[src/pkt_params.svh]
`ifndef PKT_PARAMS_SVH
`define PKT_PARAMS_SVH

// FIFO depth is 2**PKT_FIFO_ADDR_WIDTH beats.
`define PKT_FIFO_ADDR_WIDTH 4

`define PKT_DATA_WIDTH 32
`define PKT_KEEP_WIDTH 4
`define PKT_ID_WIDTH   4
`define PKT_DEST_WIDTH 4
`define PKT_USER_WIDTH 1

`define PKT_AXIL_ADDR_WIDTH 5 // 0x10..0x1c stay unmapped.

`define PKT_REG_CTRL 'h0
`define PKT_REG_GOOD 'h4
`define PKT_REG_BAD  'h8
`define PKT_REG_OVF  'hc

`endif

[src/pkt_pkg.sv]
`default_nettype none

`include "pkt_params.svh"

package pkt_pkg;

  // one stream beat, also the fifo memory word.
  typedef struct packed {
    logic [`PKT_DATA_WIDTH-1:0] data;
    logic [`PKT_KEEP_WIDTH-1:0] keep;
    logic                       last;
    logic [`PKT_ID_WIDTH-1:0]   id;
    logic [`PKT_DEST_WIDTH-1:0] dest;
    logic [`PKT_USER_WIDTH-1:0] user;
  } axis_beat_t;

  typedef logic [31:0] stat_cnt_t; // wraps at 2**32.

  typedef enum logic [1:0] {
    AXIL_OKAY   = 2'b00,
    AXIL_SLVERR = 2'b10
  } axil_resp_t;

endpackage

`default_nettype wire

[src/pkt_ifs.sv]
`timescale 1ns/1ps
`default_nettype none

`include "pkt_params.svh"

interface axis_if;
  logic                valid;
  logic                ready;
  pkt_pkg::axis_beat_t beat;

  modport src (output valid, output beat, input ready);
  modport dst (input valid, input beat, output ready);
endinterface

interface axil_if;
  logic [`PKT_AXIL_ADDR_WIDTH-1:0] awaddr;
  logic                            awvalid;
  logic                            awready;
  logic [31:0]                     wdata;
  logic [3:0]                      wstrb;
  logic                            wvalid;
  logic                            wready;
  pkt_pkg::axil_resp_t             bresp;
  logic                            bvalid;
  logic                            bready;
  logic [`PKT_AXIL_ADDR_WIDTH-1:0] araddr;
  logic                            arvalid;
  logic                            arready;
  logic [31:0]                     rdata;
  pkt_pkg::axil_resp_t             rresp;
  logic                            rvalid;
  logic                            rready;

  modport master (
    output awaddr, awvalid, wdata, wstrb, wvalid, bready, araddr, arvalid, rready,
    input  awready, wready, bresp, bvalid, arready, rdata, rresp, rvalid
  );
  modport slave (
    input  awaddr, awvalid, wdata, wstrb, wvalid, bready, araddr, arvalid, rready,
    output awready, wready, bresp, bvalid, arready, rdata, rresp, rvalid
  );
endinterface

// counter path from the statistics block to the register block.
interface frame_stat_if;
  pkt_pkg::stat_cnt_t good_cnt;
  pkt_pkg::stat_cnt_t bad_cnt;
  pkt_pkg::stat_cnt_t ovf_cnt;
  logic               clear;

  modport stats (output good_cnt, bad_cnt, ovf_cnt, input clear);
  modport regs (input good_cnt, bad_cnt, ovf_cnt, output clear);
endinterface

`default_nettype wire

[src/axis_frame_fifo.sv]
`timescale 1ns/1ps
`default_nettype none

`include "pkt_params.svh"

module axis_frame_fifo (
  input  logic clk,
  input  logic rst,
  axis_if.dst  s,
  axis_if.src  m,
  input  logic drop_bad_en,
  output logic good_frame,
  output logic bad_frame,
  output logic overflow
);

  localparam int addr_width = `PKT_FIFO_ADDR_WIDTH;
  localparam int depth = 2 ** addr_width;

  pkt_pkg::axis_beat_t mem [depth];

  logic [addr_width:0] wr_ptr;      // committed frames end here.
  logic [addr_width:0] wr_ptr_next;
  logic [addr_width:0] wr_ptr_cur;  // frame in progress.
  logic [addr_width:0] wr_ptr_cur_next;
  logic [addr_width:0] rd_ptr;
  logic [addr_width:0] rd_ptr_next;

  logic drop_frame;
  logic drop_frame_next;
  logic good_next;
  logic bad_next;
  logic ovf_next;

  logic s_hs;
  logic write;
  logic read;
  logic store_output;
  logic full_cur;
  logic empty;

  pkt_pkg::axis_beat_t mem_rd_data;
  logic                mem_rd_valid;
  logic                mem_rd_valid_next;
  pkt_pkg::axis_beat_t out_beat;
  logic                out_valid;

  assign s.ready = 1'b1; // frames that do not fit are dropped instead.
  assign s_hs = s.valid && s.ready;

  assign full_cur = (wr_ptr_cur[addr_width] != rd_ptr[addr_width]) &&
                    (wr_ptr_cur[addr_width-1:0] == rd_ptr[addr_width-1:0]);
  assign empty = (wr_ptr == rd_ptr);

  assign m.valid = out_valid;
  assign m.beat = out_beat;

  // write side.
  always_comb begin
    write = 1'b0;
    wr_ptr_next = wr_ptr;
    wr_ptr_cur_next = wr_ptr_cur;
    drop_frame_next = drop_frame;
    good_next = 1'b0;
    bad_next = 1'b0;
    ovf_next = 1'b0;
    if (s_hs) begin
      if (full_cur || drop_frame) begin
        drop_frame_next = 1'b1; // discard the rest of this frame.
        if (s.beat.last) begin
          wr_ptr_cur_next = wr_ptr;
          drop_frame_next = 1'b0;
          ovf_next = 1'b1;
        end
      end else begin
        write = 1'b1;
        wr_ptr_cur_next = wr_ptr_cur + 1'b1;
        if (s.beat.last) begin
          if (drop_bad_en && s.beat.user[0]) begin
            wr_ptr_cur_next = wr_ptr; // roll back.
            bad_next = 1'b1;
          end else begin
            wr_ptr_next = wr_ptr_cur + 1'b1;
            good_next = 1'b1;
          end
        end
      end
    end
  end

  always_ff @(posedge clk) begin
    if (rst) begin
      wr_ptr <= '0;
      wr_ptr_cur <= '0;
      drop_frame <= 1'b0;
      good_frame <= 1'b0;
      bad_frame <= 1'b0;
      overflow <= 1'b0;
    end else begin
      wr_ptr <= wr_ptr_next;
      wr_ptr_cur <= wr_ptr_cur_next;
      drop_frame <= drop_frame_next;
      good_frame <= good_next;
      bad_frame <= bad_next;
      overflow <= ovf_next;
    end
  end

  always_ff @(posedge clk) begin
    if (write) begin
      mem[wr_ptr_cur[addr_width-1:0]] <= s.beat;
    end
  end

  // read side, memory stage then output register.
  always_comb begin
    store_output = m.ready || !out_valid;
    read = 1'b0;
    rd_ptr_next = rd_ptr;
    mem_rd_valid_next = mem_rd_valid;
    if (store_output || !mem_rd_valid) begin
      if (!empty) begin
        read = 1'b1;
        mem_rd_valid_next = 1'b1;
        rd_ptr_next = rd_ptr + 1'b1;
      end else begin
        mem_rd_valid_next = 1'b0;
      end
    end
  end

  always_ff @(posedge clk) begin
    if (rst) begin
      rd_ptr <= '0;
      mem_rd_valid <= 1'b0;
      out_valid <= 1'b0;
    end else begin
      rd_ptr <= rd_ptr_next;
      mem_rd_valid <= mem_rd_valid_next;
      if (store_output) begin
        out_valid <= mem_rd_valid;
      end
    end
  end

  always_ff @(posedge clk) begin
    if (read) begin
      mem_rd_data <= mem[rd_ptr[addr_width-1:0]];
    end
    if (store_output) begin
      out_beat <= mem_rd_data;
    end
  end

  // committed data never overruns unread entries.
  ptr_dist_a: assert property (@(posedge clk) disable iff (rst)
    (addr_width+1)'(wr_ptr - rd_ptr) <= depth);

  m_stable_a: assert property (@(posedge clk) disable iff (rst)
    m.valid && !m.ready |=> m.valid && $stable(m.beat));

endmodule

`default_nettype wire

[src/frame_stats.sv]
`timescale 1ns/1ps
`default_nettype none

module frame_stats (
  input  logic       clk,
  input  logic       rst,
  input  logic       good_frame,
  input  logic       bad_frame,
  input  logic       overflow,
  frame_stat_if.stats st
);

  // clear wins over a pulse in the same cycle.
  always_ff @(posedge clk) begin
    if (rst || st.clear) begin
      st.good_cnt <= '0;
      st.bad_cnt <= '0;
      st.ovf_cnt <= '0;
    end else begin
      if (good_frame) begin
        st.good_cnt <= st.good_cnt + 1'b1;
      end
      if (bad_frame) begin
        st.bad_cnt <= st.bad_cnt + 1'b1;
      end
      if (overflow) begin
        st.ovf_cnt <= st.ovf_cnt + 1'b1;
      end
    end
  end

  // the fifo resolves a frame to exactly one outcome.
  one_pulse_a: assert property (@(posedge clk) disable iff (rst)
    $onehot0({good_frame, bad_frame, overflow}));

endmodule

`default_nettype wire

[src/axil_stat_regs.sv]
`timescale 1ns/1ps
`default_nettype none

`include "pkt_params.svh"

module axil_stat_regs (
  input  logic       clk,
  input  logic       rst,
  axil_if.slave      bus,
  frame_stat_if.regs st,
  output logic       drop_bad_en
);

  localparam int addr_width = `PKT_AXIL_ADDR_WIDTH;
  localparam logic [addr_width-1:0] reg_ctrl = addr_width'(`PKT_REG_CTRL);
  localparam logic [addr_width-1:0] reg_good = addr_width'(`PKT_REG_GOOD);
  localparam logic [addr_width-1:0] reg_bad = addr_width'(`PKT_REG_BAD);
  localparam logic [addr_width-1:0] reg_ovf = addr_width'(`PKT_REG_OVF);

  logic aw_hs;
  logic w_hs;
  logic ar_hs;
  logic aw_done;
  logic w_done;
  logic wr_fire;
  logic [addr_width-1:0] awaddr_q;
  logic [31:0] wdata_q;
  logic [3:0] wstrb_q;
  logic [addr_width-1:0] wr_addr;
  logic [31:0] wr_data;
  logic [3:0] wr_strb;
  pkt_pkg::axil_resp_t wr_resp;
  logic [31:0] rd_data;
  pkt_pkg::axil_resp_t rd_resp;
  logic bvalid;
  logic rvalid;

  assign bus.awready = !aw_done && !bvalid;
  assign bus.wready = !w_done && !bvalid;
  assign bus.arready = !rvalid;
  assign bus.bvalid = bvalid;
  assign bus.rvalid = rvalid;

  assign aw_hs = bus.awvalid && bus.awready;
  assign w_hs = bus.wvalid && bus.wready;
  assign ar_hs = bus.arvalid && bus.arready;

  // address and data may arrive in either order.
  assign wr_fire = (aw_done || aw_hs) && (w_done || w_hs);
  assign wr_addr = aw_done ? awaddr_q : bus.awaddr;
  assign wr_data = w_done ? wdata_q : bus.wdata;
  assign wr_strb = w_done ? wstrb_q : bus.wstrb;

  always_comb begin
    case (wr_addr)
      reg_ctrl, reg_good, reg_bad, reg_ovf: wr_resp = pkt_pkg::AXIL_OKAY;
      default: wr_resp = pkt_pkg::AXIL_SLVERR;
    endcase
  end

  always_comb begin
    rd_data = '0;
    rd_resp = pkt_pkg::AXIL_OKAY;
    case (bus.araddr)
      reg_ctrl: rd_data = {31'd0, drop_bad_en}; // clear bit reads 0.
      reg_good: rd_data = st.good_cnt;
      reg_bad:  rd_data = st.bad_cnt;
      reg_ovf:  rd_data = st.ovf_cnt;
      default:  rd_resp = pkt_pkg::AXIL_SLVERR;
    endcase
  end

  always_ff @(posedge clk) begin
    if (rst) begin
      aw_done <= 1'b0;
      w_done <= 1'b0;
      bvalid <= 1'b0;
      rvalid <= 1'b0;
      drop_bad_en <= 1'b0;
      st.clear <= 1'b0;
    end else begin
      st.clear <= 1'b0;
      if (wr_fire) begin
        aw_done <= 1'b0;
        w_done <= 1'b0;
        bvalid <= 1'b1;
        if (wr_addr == reg_ctrl && wr_strb[0]) begin
          drop_bad_en <= wr_data[0];
          st.clear <= wr_data[1]; // one cycle pulse.
        end
      end else begin
        if (aw_hs) aw_done <= 1'b1;
        if (w_hs) w_done <= 1'b1;
        if (bvalid && bus.bready) bvalid <= 1'b0;
      end
      if (ar_hs) begin
        rvalid <= 1'b1;
      end else if (rvalid && bus.rready) begin
        rvalid <= 1'b0;
      end
    end
  end

  always_ff @(posedge clk) begin
    if (aw_hs) awaddr_q <= bus.awaddr;
    if (w_hs) begin
      wdata_q <= bus.wdata;
      wstrb_q <= bus.wstrb;
    end
    if (wr_fire) bus.bresp <= wr_resp;
    if (ar_hs) begin
      bus.rdata <= rd_data;
      bus.rresp <= rd_resp;
    end
  end

  b_hold_a: assert property (@(posedge clk) disable iff (rst)
    bus.bvalid && !bus.bready |=> bus.bvalid);

  r_hold_a: assert property (@(posedge clk) disable iff (rst)
    bus.rvalid && !bus.rready |=> bus.rvalid && $stable(bus.rdata));

endmodule

`default_nettype wire

[src/pkt_buffer_top.sv]
`timescale 1ns/1ps
`default_nettype none

`include "pkt_params.svh"

module pkt_buffer_top (
  input  logic                            clk,
  input  logic                            rst,
  input  logic [`PKT_DATA_WIDTH-1:0]      s_axis_tdata,
  input  logic [`PKT_KEEP_WIDTH-1:0]      s_axis_tkeep,
  input  logic                            s_axis_tvalid,
  output logic                            s_axis_tready,
  input  logic                            s_axis_tlast,
  input  logic [`PKT_ID_WIDTH-1:0]        s_axis_tid,
  input  logic [`PKT_DEST_WIDTH-1:0]      s_axis_tdest,
  input  logic [`PKT_USER_WIDTH-1:0]      s_axis_tuser,
  output logic [`PKT_DATA_WIDTH-1:0]      m_axis_tdata,
  output logic [`PKT_KEEP_WIDTH-1:0]      m_axis_tkeep,
  output logic                            m_axis_tvalid,
  input  logic                            m_axis_tready,
  output logic                            m_axis_tlast,
  output logic [`PKT_ID_WIDTH-1:0]        m_axis_tid,
  output logic [`PKT_DEST_WIDTH-1:0]      m_axis_tdest,
  output logic [`PKT_USER_WIDTH-1:0]      m_axis_tuser,
  input  logic [`PKT_AXIL_ADDR_WIDTH-1:0] s_axil_awaddr,
  input  logic                            s_axil_awvalid,
  output logic                            s_axil_awready,
  input  logic [31:0]                     s_axil_wdata,
  input  logic [3:0]                      s_axil_wstrb,
  input  logic                            s_axil_wvalid,
  output logic                            s_axil_wready,
  output logic [1:0]                      s_axil_bresp,
  output logic                            s_axil_bvalid,
  input  logic                            s_axil_bready,
  input  logic [`PKT_AXIL_ADDR_WIDTH-1:0] s_axil_araddr,
  input  logic                            s_axil_arvalid,
  output logic                            s_axil_arready,
  output logic [31:0]                     s_axil_rdata,
  output logic [1:0]                      s_axil_rresp,
  output logic                            s_axil_rvalid,
  input  logic                            s_axil_rready
);

  axis_if       s_if ();
  axis_if       m_if ();
  axil_if       axil ();
  frame_stat_if stat ();

  logic good_frame;
  logic bad_frame;
  logic overflow;
  logic drop_bad_en;

  // stream input onto the beat struct.
  assign s_if.valid = s_axis_tvalid;
  assign s_axis_tready = s_if.ready;
  assign s_if.beat = '{data: s_axis_tdata, keep: s_axis_tkeep, last: s_axis_tlast,
                       id: s_axis_tid, dest: s_axis_tdest, user: s_axis_tuser};

  assign m_axis_tvalid = m_if.valid;
  assign m_if.ready = m_axis_tready;
  assign m_axis_tdata = m_if.beat.data;
  assign m_axis_tkeep = m_if.beat.keep;
  assign m_axis_tlast = m_if.beat.last;
  assign m_axis_tid = m_if.beat.id;
  assign m_axis_tdest = m_if.beat.dest;
  assign m_axis_tuser = m_if.beat.user;

  assign axil.awaddr = s_axil_awaddr;
  assign axil.awvalid = s_axil_awvalid;
  assign s_axil_awready = axil.awready;
  assign axil.wdata = s_axil_wdata;
  assign axil.wstrb = s_axil_wstrb;
  assign axil.wvalid = s_axil_wvalid;
  assign s_axil_wready = axil.wready;
  assign s_axil_bresp = axil.bresp;
  assign s_axil_bvalid = axil.bvalid;
  assign axil.bready = s_axil_bready;
  assign axil.araddr = s_axil_araddr;
  assign axil.arvalid = s_axil_arvalid;
  assign s_axil_arready = axil.arready;
  assign s_axil_rdata = axil.rdata;
  assign s_axil_rresp = axil.rresp;
  assign s_axil_rvalid = axil.rvalid;
  assign axil.rready = s_axil_rready;

  axis_frame_fifo u_fifo (
    .clk         (clk),
    .rst         (rst),
    .s           (s_if.dst),
    .m           (m_if.src),
    .drop_bad_en (drop_bad_en),
    .good_frame  (good_frame),
    .bad_frame   (bad_frame),
    .overflow    (overflow)
  );

  frame_stats u_stats (
    .clk        (clk),
    .rst        (rst),
    .good_frame (good_frame),
    .bad_frame  (bad_frame),
    .overflow   (overflow),
    .st         (stat.stats)
  );

  axil_stat_regs u_regs (
    .clk         (clk),
    .rst         (rst),
    .bus         (axil.slave),
    .st          (stat.regs),
    .drop_bad_en (drop_bad_en)
  );

endmodule

`default_nettype wire

[config.mk]
export PLATFORM = sky130hd
export DESIGN_NAME = pkt_buffer_top
export DESIGN_NICKNAME = d
export VERILOG_FILES = /design/src/pkt_pkg.sv /design/src/pkt_ifs.sv /design/src/axis_frame_fifo.sv /design/src/frame_stats.sv /design/src/axil_stat_regs.sv /design/src/pkt_buffer_top.sv
export VERILOG_INCLUDE_DIRS = /design/src /design/src/src
export SDC_FILE = /design/constraint.sdc
export NUM_CORES = 1
export LEC_CHECK = 0
export BUFFER_PORTS_ARGS = -buffer_cell sky130_fd_sc_hd__buf_2
export CAP_MARGIN = 25
export CORE_MARGIN = 5
export CORE_UTILIZATION = 40
export DETAILED_ROUTE_END_ITERATION = 7
export PLACE_DENSITY = 0.64
export SLEW_MARGIN = 20
export SYNTH_ARGS = -nofsm -noshare
export SYNTH_HDL_FRONTEND = slang
export SYNTH_SLANG_ARGS = --single-unit
[constraint.sdc]
create_clock -name clk -period 18.9 [get_ports clk]
set_clock_uncertainty 0.2 [all_clocks]
set_input_delay 3.78 -clock clk [delete_from_list [all_inputs] [get_ports clk]]
set_output_delay 3.78 -clock clk [all_outputs]
set_load 0.03 [all_outputs]
== Word-level counts from Yosys, hierarchy flattened ==
Memory sizes are Yosys's and may differ from the RTL's. A register that Yosys moved wholly into a read port is not among the register bits.
Cells that the tools add are included.
Word-level totals
  ROM bits: 0
  bits in registers: 213
  memory bits (writable): 736
  input bits: 101
  latch bits: 0
  memories kept: 1
Memory list
  u_fifo.mem: words 16, bits a word 46, read ports 1, clocked after Yosys merged registers in 1, wr ports 1, line axis_frame_fifo.sv:20  | pkt_pkg::axis_beat_t mem [depth];
Operators by class
  divide/modulo/power cells: 0
  equality and inequality tests: 10
  multipliers: 0
  add/sub/neg operators: 5
  order comparisons: 0
  shifts and indexed selects: 0
  bitwise logic cells: 6
  reductions and logical operators: 38
  mux-type cells: 24
Operators by type and width (number)
  one-hot mux 32 bit (4 select lines): 1
  adder 32 x 1 -> 32 bit, second input constant: 3
  two-way mux 5 bit: 5
  == test 5 x 4 -> 1 bit, second input constant: 4
  two-way mux 1 bit: 15
  OR reduction 4 bit: 3
  logical AND 1 bit: 11
  adder 5 x 1 -> 5 bit, second input constant: 2
  == test 5 x 3 -> 1 bit, second input constant: 2
  zero test 5 bit: 2
  AND reduction 2 bit: 4
  zero test 1 bit: 6
  logical OR 1 bit: 6
  two-way mux 2 bit: 3
  NOT 1 bit: 6
  OR reduction 3 bit: 2
  == test 5 bit: 1
  == test 4 bit: 1
  nonzero test 2 bit: 2
  AND reduction 3 bit: 1
  != test 2 bit, second input constant: 1
  OR reduction 2 bit: 1
  != test 1 bit: 1

== Depth between registers and ports, before layout ==
Gate-level depths: netlist of run 1.
  depth after elaboration: 7
  mapped depth: 8

== By module ==
From an unflattened synthesis of run 1, not the netlist that was laid out.
Unflattened totals
  cell total of the unflattened synthesis: 2056
  area, all modules: 39080.0 um^2
Modules (own cells, without submodules)
  axis_frame_fifo: cells an instance 1309, area an instance 31933.1 um^2, seq. area each 25284.2 um^2, times used 1
  frame_stats: cells an instance 550, area an instance 4713.3 um^2, seq. area each 1921.8 um^2, times used 1
  axil_stat_regs: cells an instance 197, area an instance 2433.6 um^2, seq. area each 1381.3 um^2, times used 1

== Worst setup path before layout of run 1 ==
No wires, ideal clock.
  path kind: in2reg
  start point: input port s_axis_tvalid
  end point: memory u_fifo.mem[0][0] (netlist name), enable pin
  arrival: 8.608 ns
  path slack: 9.529 ns
  required time: 18.136 ns
  buffers on the path: 1
  library setup time: 0.564 ns
  stages: 3
  cells stage by stage: clkbuf_1 > nand2_1 > nor4_1
On the way
  longest elaborated chain between the ends: 3
Ends and longest elaborated chain
  start: declaration: line pkt_buffer_top.sv:11  | input logic s_axis_tvalid,
  two-way mux 1 bit: line axis_frame_fifo.sv:67  | if (s_hs) begin
  two-way mux 1 bit: line axis_frame_fifo.sv:110  | if (write) begin
  two-way mux 1 bit (implied by the code): line axis_frame_fifo.sv:111  | mem[wr_ptr_cur[addr_width-1:0]] <= s.beat;
  end: declaration: line axis_frame_fifo.sv:20
Every way passes these cells.

== Worst setup path after layout of run 1 ==
  start point: input port s_axis_tvalid
  end point: memory u_fifo.mem[7][9] (netlist name), enable pin
The elaborated chain is that of the path after synthesis.

==> impl_summary.txt, run 1 <==
----------------------------------------------------
[Worst setup path]
  Endpoint of the worst-slack reg-to-reg timing path ... u_fifo.mem[7][9]
  Critical path start-end classification ... input pin to flip-flop
  Number of cells on the worst reg-to-reg path ... 6
  Type of origin of the critical path ... input pin
  Type of destination of the critical path ... flip-flop
  Slowest cell on crit path ... nor2_4
  Crit path arrival time ... 5580 ps
  Cell breakdown of the critical path ... buf_2, nand2_1, nor2_4, buf_4
  Launch point of the worst reg-to-reg path ... u_fifo.rd_ptr[0]
  Required time of the critical path ... between 15000 and 20000 ps
  End point of the critical path ... u_fifo.mem[7][9]
  Critical path startpoint ... s_axis_tvalid
  Reg2reg setup slack ... 14700 ps
  Largest fanout on the critical path ... 28
  Critical path's largest stage delay ... 740 ps

[Clocking]
  Sinks on Clock Net ... 993
  Post-cts sizing count ... 0
  Later-pin clock latency in the skew report ... approximately 670 ps
  TritonCTS clock tree ... done
  CTS max path bufs ... 3
  CTS HTree Levels ... 3
  Post-CTS setup buffer count ... 0
  Hold Buf Count CTS ... 0
  Clock-pin slew on the worst setup and hold paths ... about 60 ps
  CTS root buf ... clkbuf_16
  Number of buffers created by CTS ... 99

[Route]
  Remaining antenna violation count after routing ... 0
  Routed wire length ... 82500 microns
  First-pass detailed-route iteration total ... 5
  Detail-routed via count per cell ... between 5 and 6
  Count of unresolved DRC violations after routing ... 0
  Via count of the routed design ... between 15000 and 20000
  Average wire per standard cell ... 23.6 microns
  Count of routing violations after the opening detailed-route iteration ... about 1600

[Logic synthesis]
  Yosys warns ... 0
  Number of standard cells after synthesis ... ~2000
  Syn Area/Cell ... 19.6 sq um
  Largest area contributor in the netlist ... edfxtp_1
  Area share of the largest cell type after synthesis ... roughly 68%
  Most area-consuming cells after synthesis ... edfxtp_1, mux4_2, dfxtp_1
  Share of flip-flops with an asynchronous set or reset after synthesis ... 0%
  Synth top cells by count ... edfxtp_1, mux4_2, nor2_1
  Primary FF master, synth ... edfxtp_1
  Cell variety after synth ... 49
  Cell with the most instances after synthesis ... edfxtp_1
  Post-Syn Area ... ~38000 sq um
  Register area share after synthesis ... between 70 and 80%
  Post-synth EDFFs ... 870
  Synth Register Bits ... ~990

[STA]
  Final setup viols ... 0
  Final Hold Viols ... 0
  Max_slew headroom ... between 20% and 30%
  Top achievable clock speed ... approximately 180 MHz
  Fraction of the cycle the final worst path needs ... slightly below 30%
  Worst slew pin tran ... ~1100 ps
  RSZ-0062 raised after global routing ... false
  Setup tns final ... 0 ps
  Final critical-path required period ... roughly 5500 ps
  Max-slew violation total from the final report ... 0

[Global routing]
  Number of antenna violations at the first check in global routing ... 18
  Wire length of the first global-routing pass ... around 120000 microns
  GRT Overall Usage ... between 15 and 20%
  Total global routing overflow ... 0
  Pin count of the biggest net entering global routing ... about 110
  Number of global-route vias before repair ... ~20000

[Final layout]
  Net count, final ... 2247
  Final cell utilization of the core ... 46.0%
  Layout cell share with drive strength beyond 1 ... 28.6%
  Area delta synth->final ... 14.5%

[Die]
  Number of top-level pins ... 190
  Row Count ... between 100 and 150
  Starting Density ... around 40%
  Total die area ... a little over 100000 sq um
  Placeable core region ... 94900 sq um
  Die width ... between 300 and 400 microns
  DIE HEIGHT ... about 320 microns

[Pwr]
  Power Internal ... roughly 4100 uW
  Switching component of the power ... 1440 uW
  Net switching share of the total power ... between 20 and 30%
  Combinational share of power ... between 10% and 20%
  Leakage power figure ... roughly 0.014 uW
  Peak supply drop ... roughly 0.090 mV
  Fraction of power consumed by the clock network ... around a third
  Pwr per Cell Area ... ~130 nW/um^2
  Sequential group share of total power ... between 40% and 50%

[Place]
  Routability congestion estimate ... ~0.78
  Half-perimeter wire length after detailed placement ... between 40000 and 50000 microns
  Port Buffer Count ... around 150

[Outcome]
  Result of the run ... complete, no violations

[Flow run]
  Max-cap violations ... 0

[Hold path]
  Hold/Removal Path Class ... flip-flop to flip-flop

----------------------------------------------------
## worst max-delay path: cells and delay by family
family | cells | cell delay (ps)
buffers and inverters | 2 | 840
and+or+nand+nor | 2 | 950
## registers in the layout (all words and copies together), names as in the netlist, 2 cells and up
signal and count:
u_fifo.mem 736, u_fifo.m.beat 46, u_fifo.mem_rd_data 46, u_regs.bus.rdata 32, u_stats.st.bad_cnt 32, u_stats.st.good_cnt 32, u_stats.st.ovf_cnt 32, u_fifo.rd_ptr 5
u_fifo.wr_ptr 5, u_fifo.wr_ptr_cur 5, u_regs.awaddr_q 5, u_regs.wdata_q 2
## placed cells by master (no fill, tap or decap), types with 5 or more instances in the layout
cell       count
and4_1        10
nor2_1       143
bufinv_16      9
mux2_2        31
xor2_1        58
edfxtp_1     870
nor3_2        10
nand4_1       35
dfxtp_1      119
and2_1        10
a211oi_1      11
clkbuf_1      18
mux4_2       231
nor3_1        18
clkinv_2      28
buf_4         30
a22oi_1       32
o21ai_0       20
and3_1        13
inv_1         20
clkbuf_16     99
a21oi_1       26
nand3_1       33
or3_1         19
xnor2_1       35
diode_2        5
buf_2        153
mux2i_1        8
nand2_1       36
clkinv_1      17
inv_6          5
ha_1           8
nor4_2         5
## kinds of logic (layout without fill, tap and decap cells)
group	Yosys count	in the layout	share of synthesized area (%)
compound gates	99	99	1.67
xor+xnor	93	93	2.14
fa+ha+maj	8	8	0.262
buf+inv	120	391	1.33
flops	993	993	74.9
mux	270	270	14.8
other cells	2	8	0.0197
simple gates	364	364	4.88
## worst min-delay path by stage
stage | cells past startpoint | startpoint | to
6_report | 0 | u_fifo.mem_rd_data[9] | u_fifo.m.beat[9]
3_5_place_dp | 0 | u_fifo.mem_rd_data[18] | u_fifo.m.beat[18]
2_1_floorplan | 0 | u_fifo.mem_rd_data[0] | u_fifo.m.beat[0]
3_3_place_gp | 0 | u_fifo.mem_rd_data[30] | u_fifo.m.beat[30]
4_1_cts | 0 | u_fifo.mem_rd_data[9] | u_fifo.m.beat[9]
5_1_grt | 0 | u_fifo.mem_rd_data[9] | u_fifo.m.beat[9]
## routing by layer
metal	part of all wire, %	vias up	wire [microns]	GRT usage [%]
li1	-	8243	-	-
met1	41	9802	33800	21.0
met2	50	578	41600	27.1
met3	6.1	152	5070	3.28
met4	2.4	10	1940	4.45
met5	0.072	-	59	0
## through the flow
step / setup slack (ps) / hold slack (ps) / cell area, sq um / power, uW / instances
3_5_place_dp: 12690 / 205 / 40500 / 3710 / 3301
2_1_floorplan: 9530 / 200 / 38200 / 3420 / 1950
6_report: 13360 / 219 / 43700 / 5560 / 3491
5_1_grt: 13270 / 223 / 43700 / 5800 / 3487
4_1_cts: 13370 / 220 / 43700 / 5640 / 3485
3_3_place_gp: 12710 / 204 / 40400 / 3700 / 3301
## power by group through the flow
| stage | clock network (uW) | logic, uW | registers (uW) |
|---|---|---|---|
| floorplan | 0 | 608 | 2810 |
| finish | 1920 | 931 | 2710 |
| detailed placement | 0 | 952 | 2760 |
| global placement | 0 | 942 | 2760 |
| CTS | 1970 | 956 | 2720 |
| global route | 2070 | 1000 | 2730 |
## cell type report
cell class / instances / area (sq um)
well taps: 1265 / 1580
multi-input cells: 837 / 9180
fillers: 7913 / 51200
inverters: 22 / 82.6
repair buffers: 185 / 1020
flip-flops and latches: 993 / 28600
clock inverters: 67 / 659
diodes: 5 / 12.5
clock buffers: 117 / 2540
Note: power is estimated with default switching activity, not from simulation.
==> inputs of run 2 (changes only) <==
--- a/config.mk
+++ b/config.mk
@@ -11,7 +11,7 @@
 export CORE_MARGIN = 5
 export CORE_UTILIZATION = 40
 export DETAILED_ROUTE_END_ITERATION = 7
-export PLACE_DENSITY = 0.64
+export PLACE_DENSITY = 0.66
 export SLEW_MARGIN = 20
 export SYNTH_ARGS = -nofsm -noshare
 export SYNTH_HDL_FRONTEND = slang
==> constraint.sdc (replaced) <==
create_clock -name clk -period 5 [get_ports clk]
set_clock_uncertainty 0.2 [all_clocks]
set_input_delay 1 -clock clk [delete_from_list [all_inputs] [get_ports clk]]
set_output_delay 1 -clock clk [all_outputs]
set_load 0.03 [all_outputs]
==> run 2 against run 1 <==
  * First-iteration DRC count decreased by 7.5%
  * Sequential share of layout area decreased by 0.35 points
  * Critical path depth is 2 higher
  * Sequential power rose to 3.8 times the previous value
  * Combinational power grew to 3.9 times the previous value
  * Critical path type is now flip-flop to flip-flop
==> impl_summary.txt, run 2 (synthesis results as in run 1) <==
----------------------------------------------------
[Clocking]
  Clock-pin slew on the worst setup and hold paths ... approximately 60 ps
  Post-CTS setup buffer count ... 0
  CTS HTree Levels ... 3
  Post-cts sizing count ... 0
  CTS max path bufs ... 3
  CTS root buf ... clkbuf_16
  Number of buffers created by CTS ... between 90 and 100
  Sinks on Clock Net ... approximately 990
  Hold Buf Count CTS ... 0
  Later-pin clock latency in the skew report ... around 690 ps
  TritonCTS clock tree ... done

[Die]
  DIE HEIGHT ... roughly 320 microns
  Number of top-level pins ... 190
  Die width ... ~320 microns
  Row Count ... about 110
  Placeable core region ... ~95000 sq um
  Starting Density ... between 40% and 50%
  Total die area ... approximately 100000 sq um

[STA]
  RSZ-0062 raised after global routing ... false
  Max-slew violation total from the final report ... 0
  Least setup slack across all paths after layout ... 1360 ps
  Max_slew headroom ... 28.8%
  Final setup viols ... 0
  Final critical-path required period ... 3640 ps
  Fraction of the cycle the final worst path needs ... around 73%
  Final Hold Viols ... 0
  Top achievable clock speed ... 275 MHz
  Worst slew pin tran ... roughly 1100 ps

[Global routing]
  GRT Overall Usage ... between 15 and 20%
  Wire length of the first global-routing pass ... 124000 microns
  Total global routing overflow ... 0
  Number of antenna violations at the first check in global routing ... 15
  Pin count of the biggest net entering global routing ... 104
  Number of global-route vias before repair ... between 15000 and 20000

[Route]
  Count of unresolved DRC violations after routing ... 0
  Routed wire length ... 82400 microns
  Via count of the routed design ... ~19000
  First-pass detailed-route iteration total ... 5
  Average wire per standard cell ... about 24 microns
  Detail-routed via count per cell ... ~5.4
  Remaining antenna violation count after routing ... 0
  Count of routing violations after the opening detailed-route iteration ... 1441

[Final layout]
  Fillers ... between 7000 and 8000
  Number of flip-flops under the largest register name ... approximately 740
  Final instance area ... 43900 sq um
  Net count, final ... about 2300
  Leading cell type in the layout, fill and taps excluded ... edfxtp_1
  Area delta synth->final ... 15.1%
  Combined area of the multi-input logic cells ... 9210 sq um
  Top library cells by usage in the layout, fill and taps aside ... edfxtp_1, mux4_2, buf_2
  Final cell utilization of the core ... between 40% and 50%
  Sequential standard cell area ... between 20000 and 30000 sq um
  Non-filler instance count after layout ... around 3500
  Layout cell share with drive strength beyond 1 ... 28.3%

[Place]
  Port Buffer Count ... roughly 150
  Post-Place Cell Area ... around 41000 sq um
  DP Cell Count ... around 3300
  Routability congestion estimate ... roughly 0.76
  Half-perimeter wire length after detailed placement ... around 43000 microns
  Setup slack after placement ... ~1400 ps

[Flow run]
  Max-cap violations ... 0

[Pwr]
  Pwr per Cell Area ... slightly below 500 nW/um^2
  Peak supply drop ... between 0.5 and 0.6 mV
  Leakage power figure ... 0.0139 uW

[Worst setup path]
  Required time of the critical path ... approximately 5100 ps
  Critical path start-end classification ... flip-flop to flip-flop
  Cell breakdown of the critical path ... xor2_1, nor3_1, a21oi_1, nand3b_1, nor2_4, buf_4
  Largest fanout on the critical path ... 31
  Slowest cell on crit path ... dfxtp_1
  Type of origin of the critical path ... flip-flop
  Critical path's largest stage delay ... 800 ps
  Type of destination of the critical path ... flip-flop
  Crit path arrival time ... 3730 ps

[Hold path]
  Hold/Removal Path Class ... flip-flop to flip-flop

[Outcome]
  Result of the run ... complete, no violations

----------------------------------------------------
run 2: cell types whose count changed in the layout (fill, tap and decap cells not counted), moves of 3 or more:
cell	change
buf_12	+10
inv_6	-4
nor4_2	-4
clkbuf_1	+6
nor4_4	+4
clkinv_1	+5
clkinvlp_4	-3
clkinv_2	-13
run 2: routing by layer:
| metal | vias up | wire length (microns) | track usage [%] |
|---|---|---|---|
| met5 | - | 35 | 0 |
| met4 | 8 | 1870 | 3.99 |
| met3 | 144 | 5530 | 3.81 |
| met2 | 575 | 41600 | 27.5 |
| met1 | 9797 | 33400 | 20.9 |
| li1 | 8274 | - | - |
run 2: worst paths after layout:
path	depth (start not counted)	endpoint	startpoint	slack (ps)
hold / removal	0	u_fifo.m.beat[15]	u_fifo.mem_rd_data[15]	220
setup reg to reg	6	u_fifo.mem[5][37]	u_fifo.wr_ptr_cur[2]	1360
hold reg to reg	0	u_fifo.m.beat[15]	u_fifo.mem_rd_data[15]	220
setup / recovery	6	u_fifo.mem[5][37]	u_fifo.wr_ptr_cur[2]	1360
run 2: through the flow:
stage | hold WS [ps] | TNS [ps] | total power [uW]
after floorplan | 200 | -137820 | 12900
after global placement | 206 | 0 | 14000
after detailed placement | 207 | 0 | 14100
after CTS | 219 | 0 | 21400
after global routing | 229 | 0 | 21900
final | 216 | 0 | 21100
run 2: layout make-up:
| cell class | count | area share, % |
|---|---|---|
| diodes | 7 | 0.0399 |
| clock buffers | 126 | 5.97 |
| clock inverters | 54 | 1.32 |
| inverters | 22 | 0.188 |
| multi-input cells | 837 | 21.0 |
| flip-flops and latches | 993 | 65.1 |
| well taps | 1265 | 3.60 |
| repair buffers | 193 | 2.79 |
run 2: power by group:
group / switching [uW] / leakage (uW) / internal (uW)
Clock: 3080 / 0.00156 / 4180
Combinational: 1980 / 0.00335 / 1640
Sequential: 358 / 0.00900 / 9860
run 2: critical path, delay by kind of cell, from the launching register on:
family,cells,cell delay (ps)
XOR/XNOR,1,210
flip-flops,1,800
AND/OR/NAND/NOR,3,840
AO/OA/AOI/OAI,1,600
buffers and inverters,1,560
==> inputs of run 3 (changes only) <==
==> constraint.sdc (replaced) <==
create_clock -name clk -period 3.03 [get_ports clk]
set_clock_uncertainty 0.2 [all_clocks]
set_input_delay 0.606 -clock clk [delete_from_list [all_inputs] [get_ports clk]]
set_output_delay 0.606 -clock clk [all_outputs]
set_load 0.03 [all_outputs]
==> run 3 against run 2 <==
  * Core utilization up 0.63 points
  * Critical path depth unchanged
  * Via count up 1.5%
  * Critical path type unchanged
  * Critical endpoint is now u_fifo.mem[5][4]
  * Highest routed layer unchanged
==> impl_summary.txt, run 3 (synthesis results as in run 1) <==
----------------------------------------------------
[Outcome]
  Result of the run ... complete, no violations

[Worst setup path]
  Type of origin of the critical path ... flip-flop
  Critical path start-end classification ... flip-flop to flip-flop
  Crit path arrival time ... around 2800 ps
  Cell breakdown of the critical path ... xor2_2, nor2_2, a21oi_1, nand3b_1, nor2_4, buf_4
  Number of cells on the worst reg-to-reg path ... 6
  Critical path's largest stage delay ... roughly 540 ps
  Slowest cell on crit path ... dfxtp_4
  Launch point of the worst reg-to-reg path ... u_fifo.rd_ptr[0]
  Type of destination of the critical path ... flip-flop
  Largest fanout on the critical path ... 20
  Critical path startpoint ... u_fifo.rd_ptr[0]
  Required time of the critical path ... between 3000 and 4000 ps

[Global routing]
  Total global routing overflow ... 0
  Number of antenna violations at the first check in global routing ... 13
  Number of global-route vias before repair ... 19900
  Wire length of the first global-routing pass ... about 130000 microns
  Global Route met3 Usage ... under 10%
  Global-route track usage on met2 ... between 20% and 30%
  Met1 routing resource usage after global routing ... between 20% and 30%
  Gr busiest metal ... met2
  GRT Overall Usage ... ~16%
  Pin count of the biggest net entering global routing ... about 100

[Die]
  DIE HEIGHT ... between 300 and 400 microns
  Starting Density ... 40.2%
  Total die area ... between 100000 and 150000 sq um
  Number of top-level pins ... 190
  Die width ... between 300 and 400 microns
  Row Count ... 113
  Placeable core region ... between 90000 and 100000 sq um

[Clocking]
  Post-cts sizing count ... 0
  Number of buffers created by CTS ... around 100
  CTS root buf ... clkbuf_16
  CTS max path bufs ... 3
  Clock-pin slew on the worst setup and hold paths ... about 60 ps
  Post-CTS setup buffer count ... 0
  CTS HTree Levels ... 3
  Later-pin clock latency in the skew report ... 680 ps
  Sinks on Clock Net ... 993
  TritonCTS clock tree ... done
  Hold Buf Count CTS ... 10

[Route]
  Count of routing violations after the opening detailed-route iteration ... ~1500
  Detail-routed via count per cell ... ~5.4
  Remaining antenna violation count after routing ... 0
  Average wire per standard cell ... 23.8 microns
  First-pass detailed-route iteration total ... 7
  Via count of the routed design ... 19100
  Count of unresolved DRC violations after routing ... 0
  Routed wire length ... around 84000 microns

[Pwr]
  Total power of the final layout ... around 35000 uW
  Combinational share of power ... about 18%
  Leakage power figure ... between 0.01 and 0.015 uW
  Net switching share of the total power ... ~26%
  Power Internal ... 25900 uW
  Switching component of the power ... just over 9000 uW
  Fraction of power consumed by the clock network ... between 30% and 40%
  Sequential group share of total power ... ~48%
  Peak supply drop ... approximately 0.63 mV
  Pwr per Cell Area ... a little under 800 nW/um^2

[Final layout]
  Number of flip-flops under the largest register name ... 736
  Leading cell type in the layout, fill and taps excluded ... edfxtp_1
  Net count, final ... between 2000 and 2500
  Layout cell share with drive strength beyond 1 ... 29.1%
  Area delta synth->final ... 16.7%
  Final cell utilization of the core ... a little under half
  Top library cells by usage in the layout, fill and taps aside ... edfxtp_1, mux4_2, buf_2
  Non-filler instance count after layout ... approximately 3500

[Place]
  Half-perimeter wire length after detailed placement ... 45800 microns
  DP Cell Count ... between 3000 and 4000
  Port Buffer Count ... 153
  Routability congestion estimate ... ~0.78

[STA]
  Top achievable clock speed ... 377 MHz
  Max-slew violation total from the final report ... 0
  Fraction of the cycle the final worst path needs ... between 80% and 90%
  Setup tns final ... 0 ps
  RSZ-0062 raised after global routing ... false
  Max_slew headroom ... 32.1%
  Worst slew pin tran ... slightly above 1000 ps
  Final setup viols ... 0
  Final critical-path required period ... ~2700 ps
  Hold slack ... between 50 and 60 ps
  Final Hold Viols ... 0

[Hold path]
  Hold/Removal Path Class ... input pin to flip-flop
  Source of the worst hold timing path ... s_axil_wvalid
  Number of instances on the worst hold path ... 3

[Flow run]
  Max-cap violations ... 0

----------------------------------------------------
run 3: layer usage:
metal	vias up	wire length, microns
li1	8340	-
met1	9995	33600
met2	595	43300
met3	131	5280
met4	10	1650
met5	-	63
run 3: critical path, delay by kind of cell, from the launching register on:
family	cells	cell delay, ps
buf+inv	1	410
flops	1	540
xor+xnor	1	200
compound gates	1	190
simple gates	3	740
run 3: power by group through the flow:
stage	Combinational [uW]	Sequential (uW)	Clock (uW)
after CTS	6350	16800	12300
after global routing	6640	16900	12900
after detailed placement	6330	17100	0
final	6200	16800	12000
after global placement	6250	17100	0
after floorplan	3890	17500	0
run 3: final timing paths:
check | endpoint | slack (ps)
hold / removal | u_regs.w_done | 50
setup / recovery | u_fifo.mem[5][4] | 380
hold reg to reg | u_fifo.m.beat[4] | 200
setup reg to reg | u_fifo.mem[5][4] | 380
run 3: final cells by class:
type,instances,area [sq um]
timing repair buffer,224,1740
clock buffer,129,2660
multi-input combinational,837,9270
inverter,22,82.6
fill,7817,50400
antenna,2,5.00
tap,1265,1580
sequential,993,28600
clock inverter,56,563
run 3: through the flow:
step,setup slack (ps),instance area (sq um)
after global placement,380,41200
after detailed placement,375,41200
after CTS,376,44500
after global routing,232,44500
after floorplan,-490,38400
final,380,44500
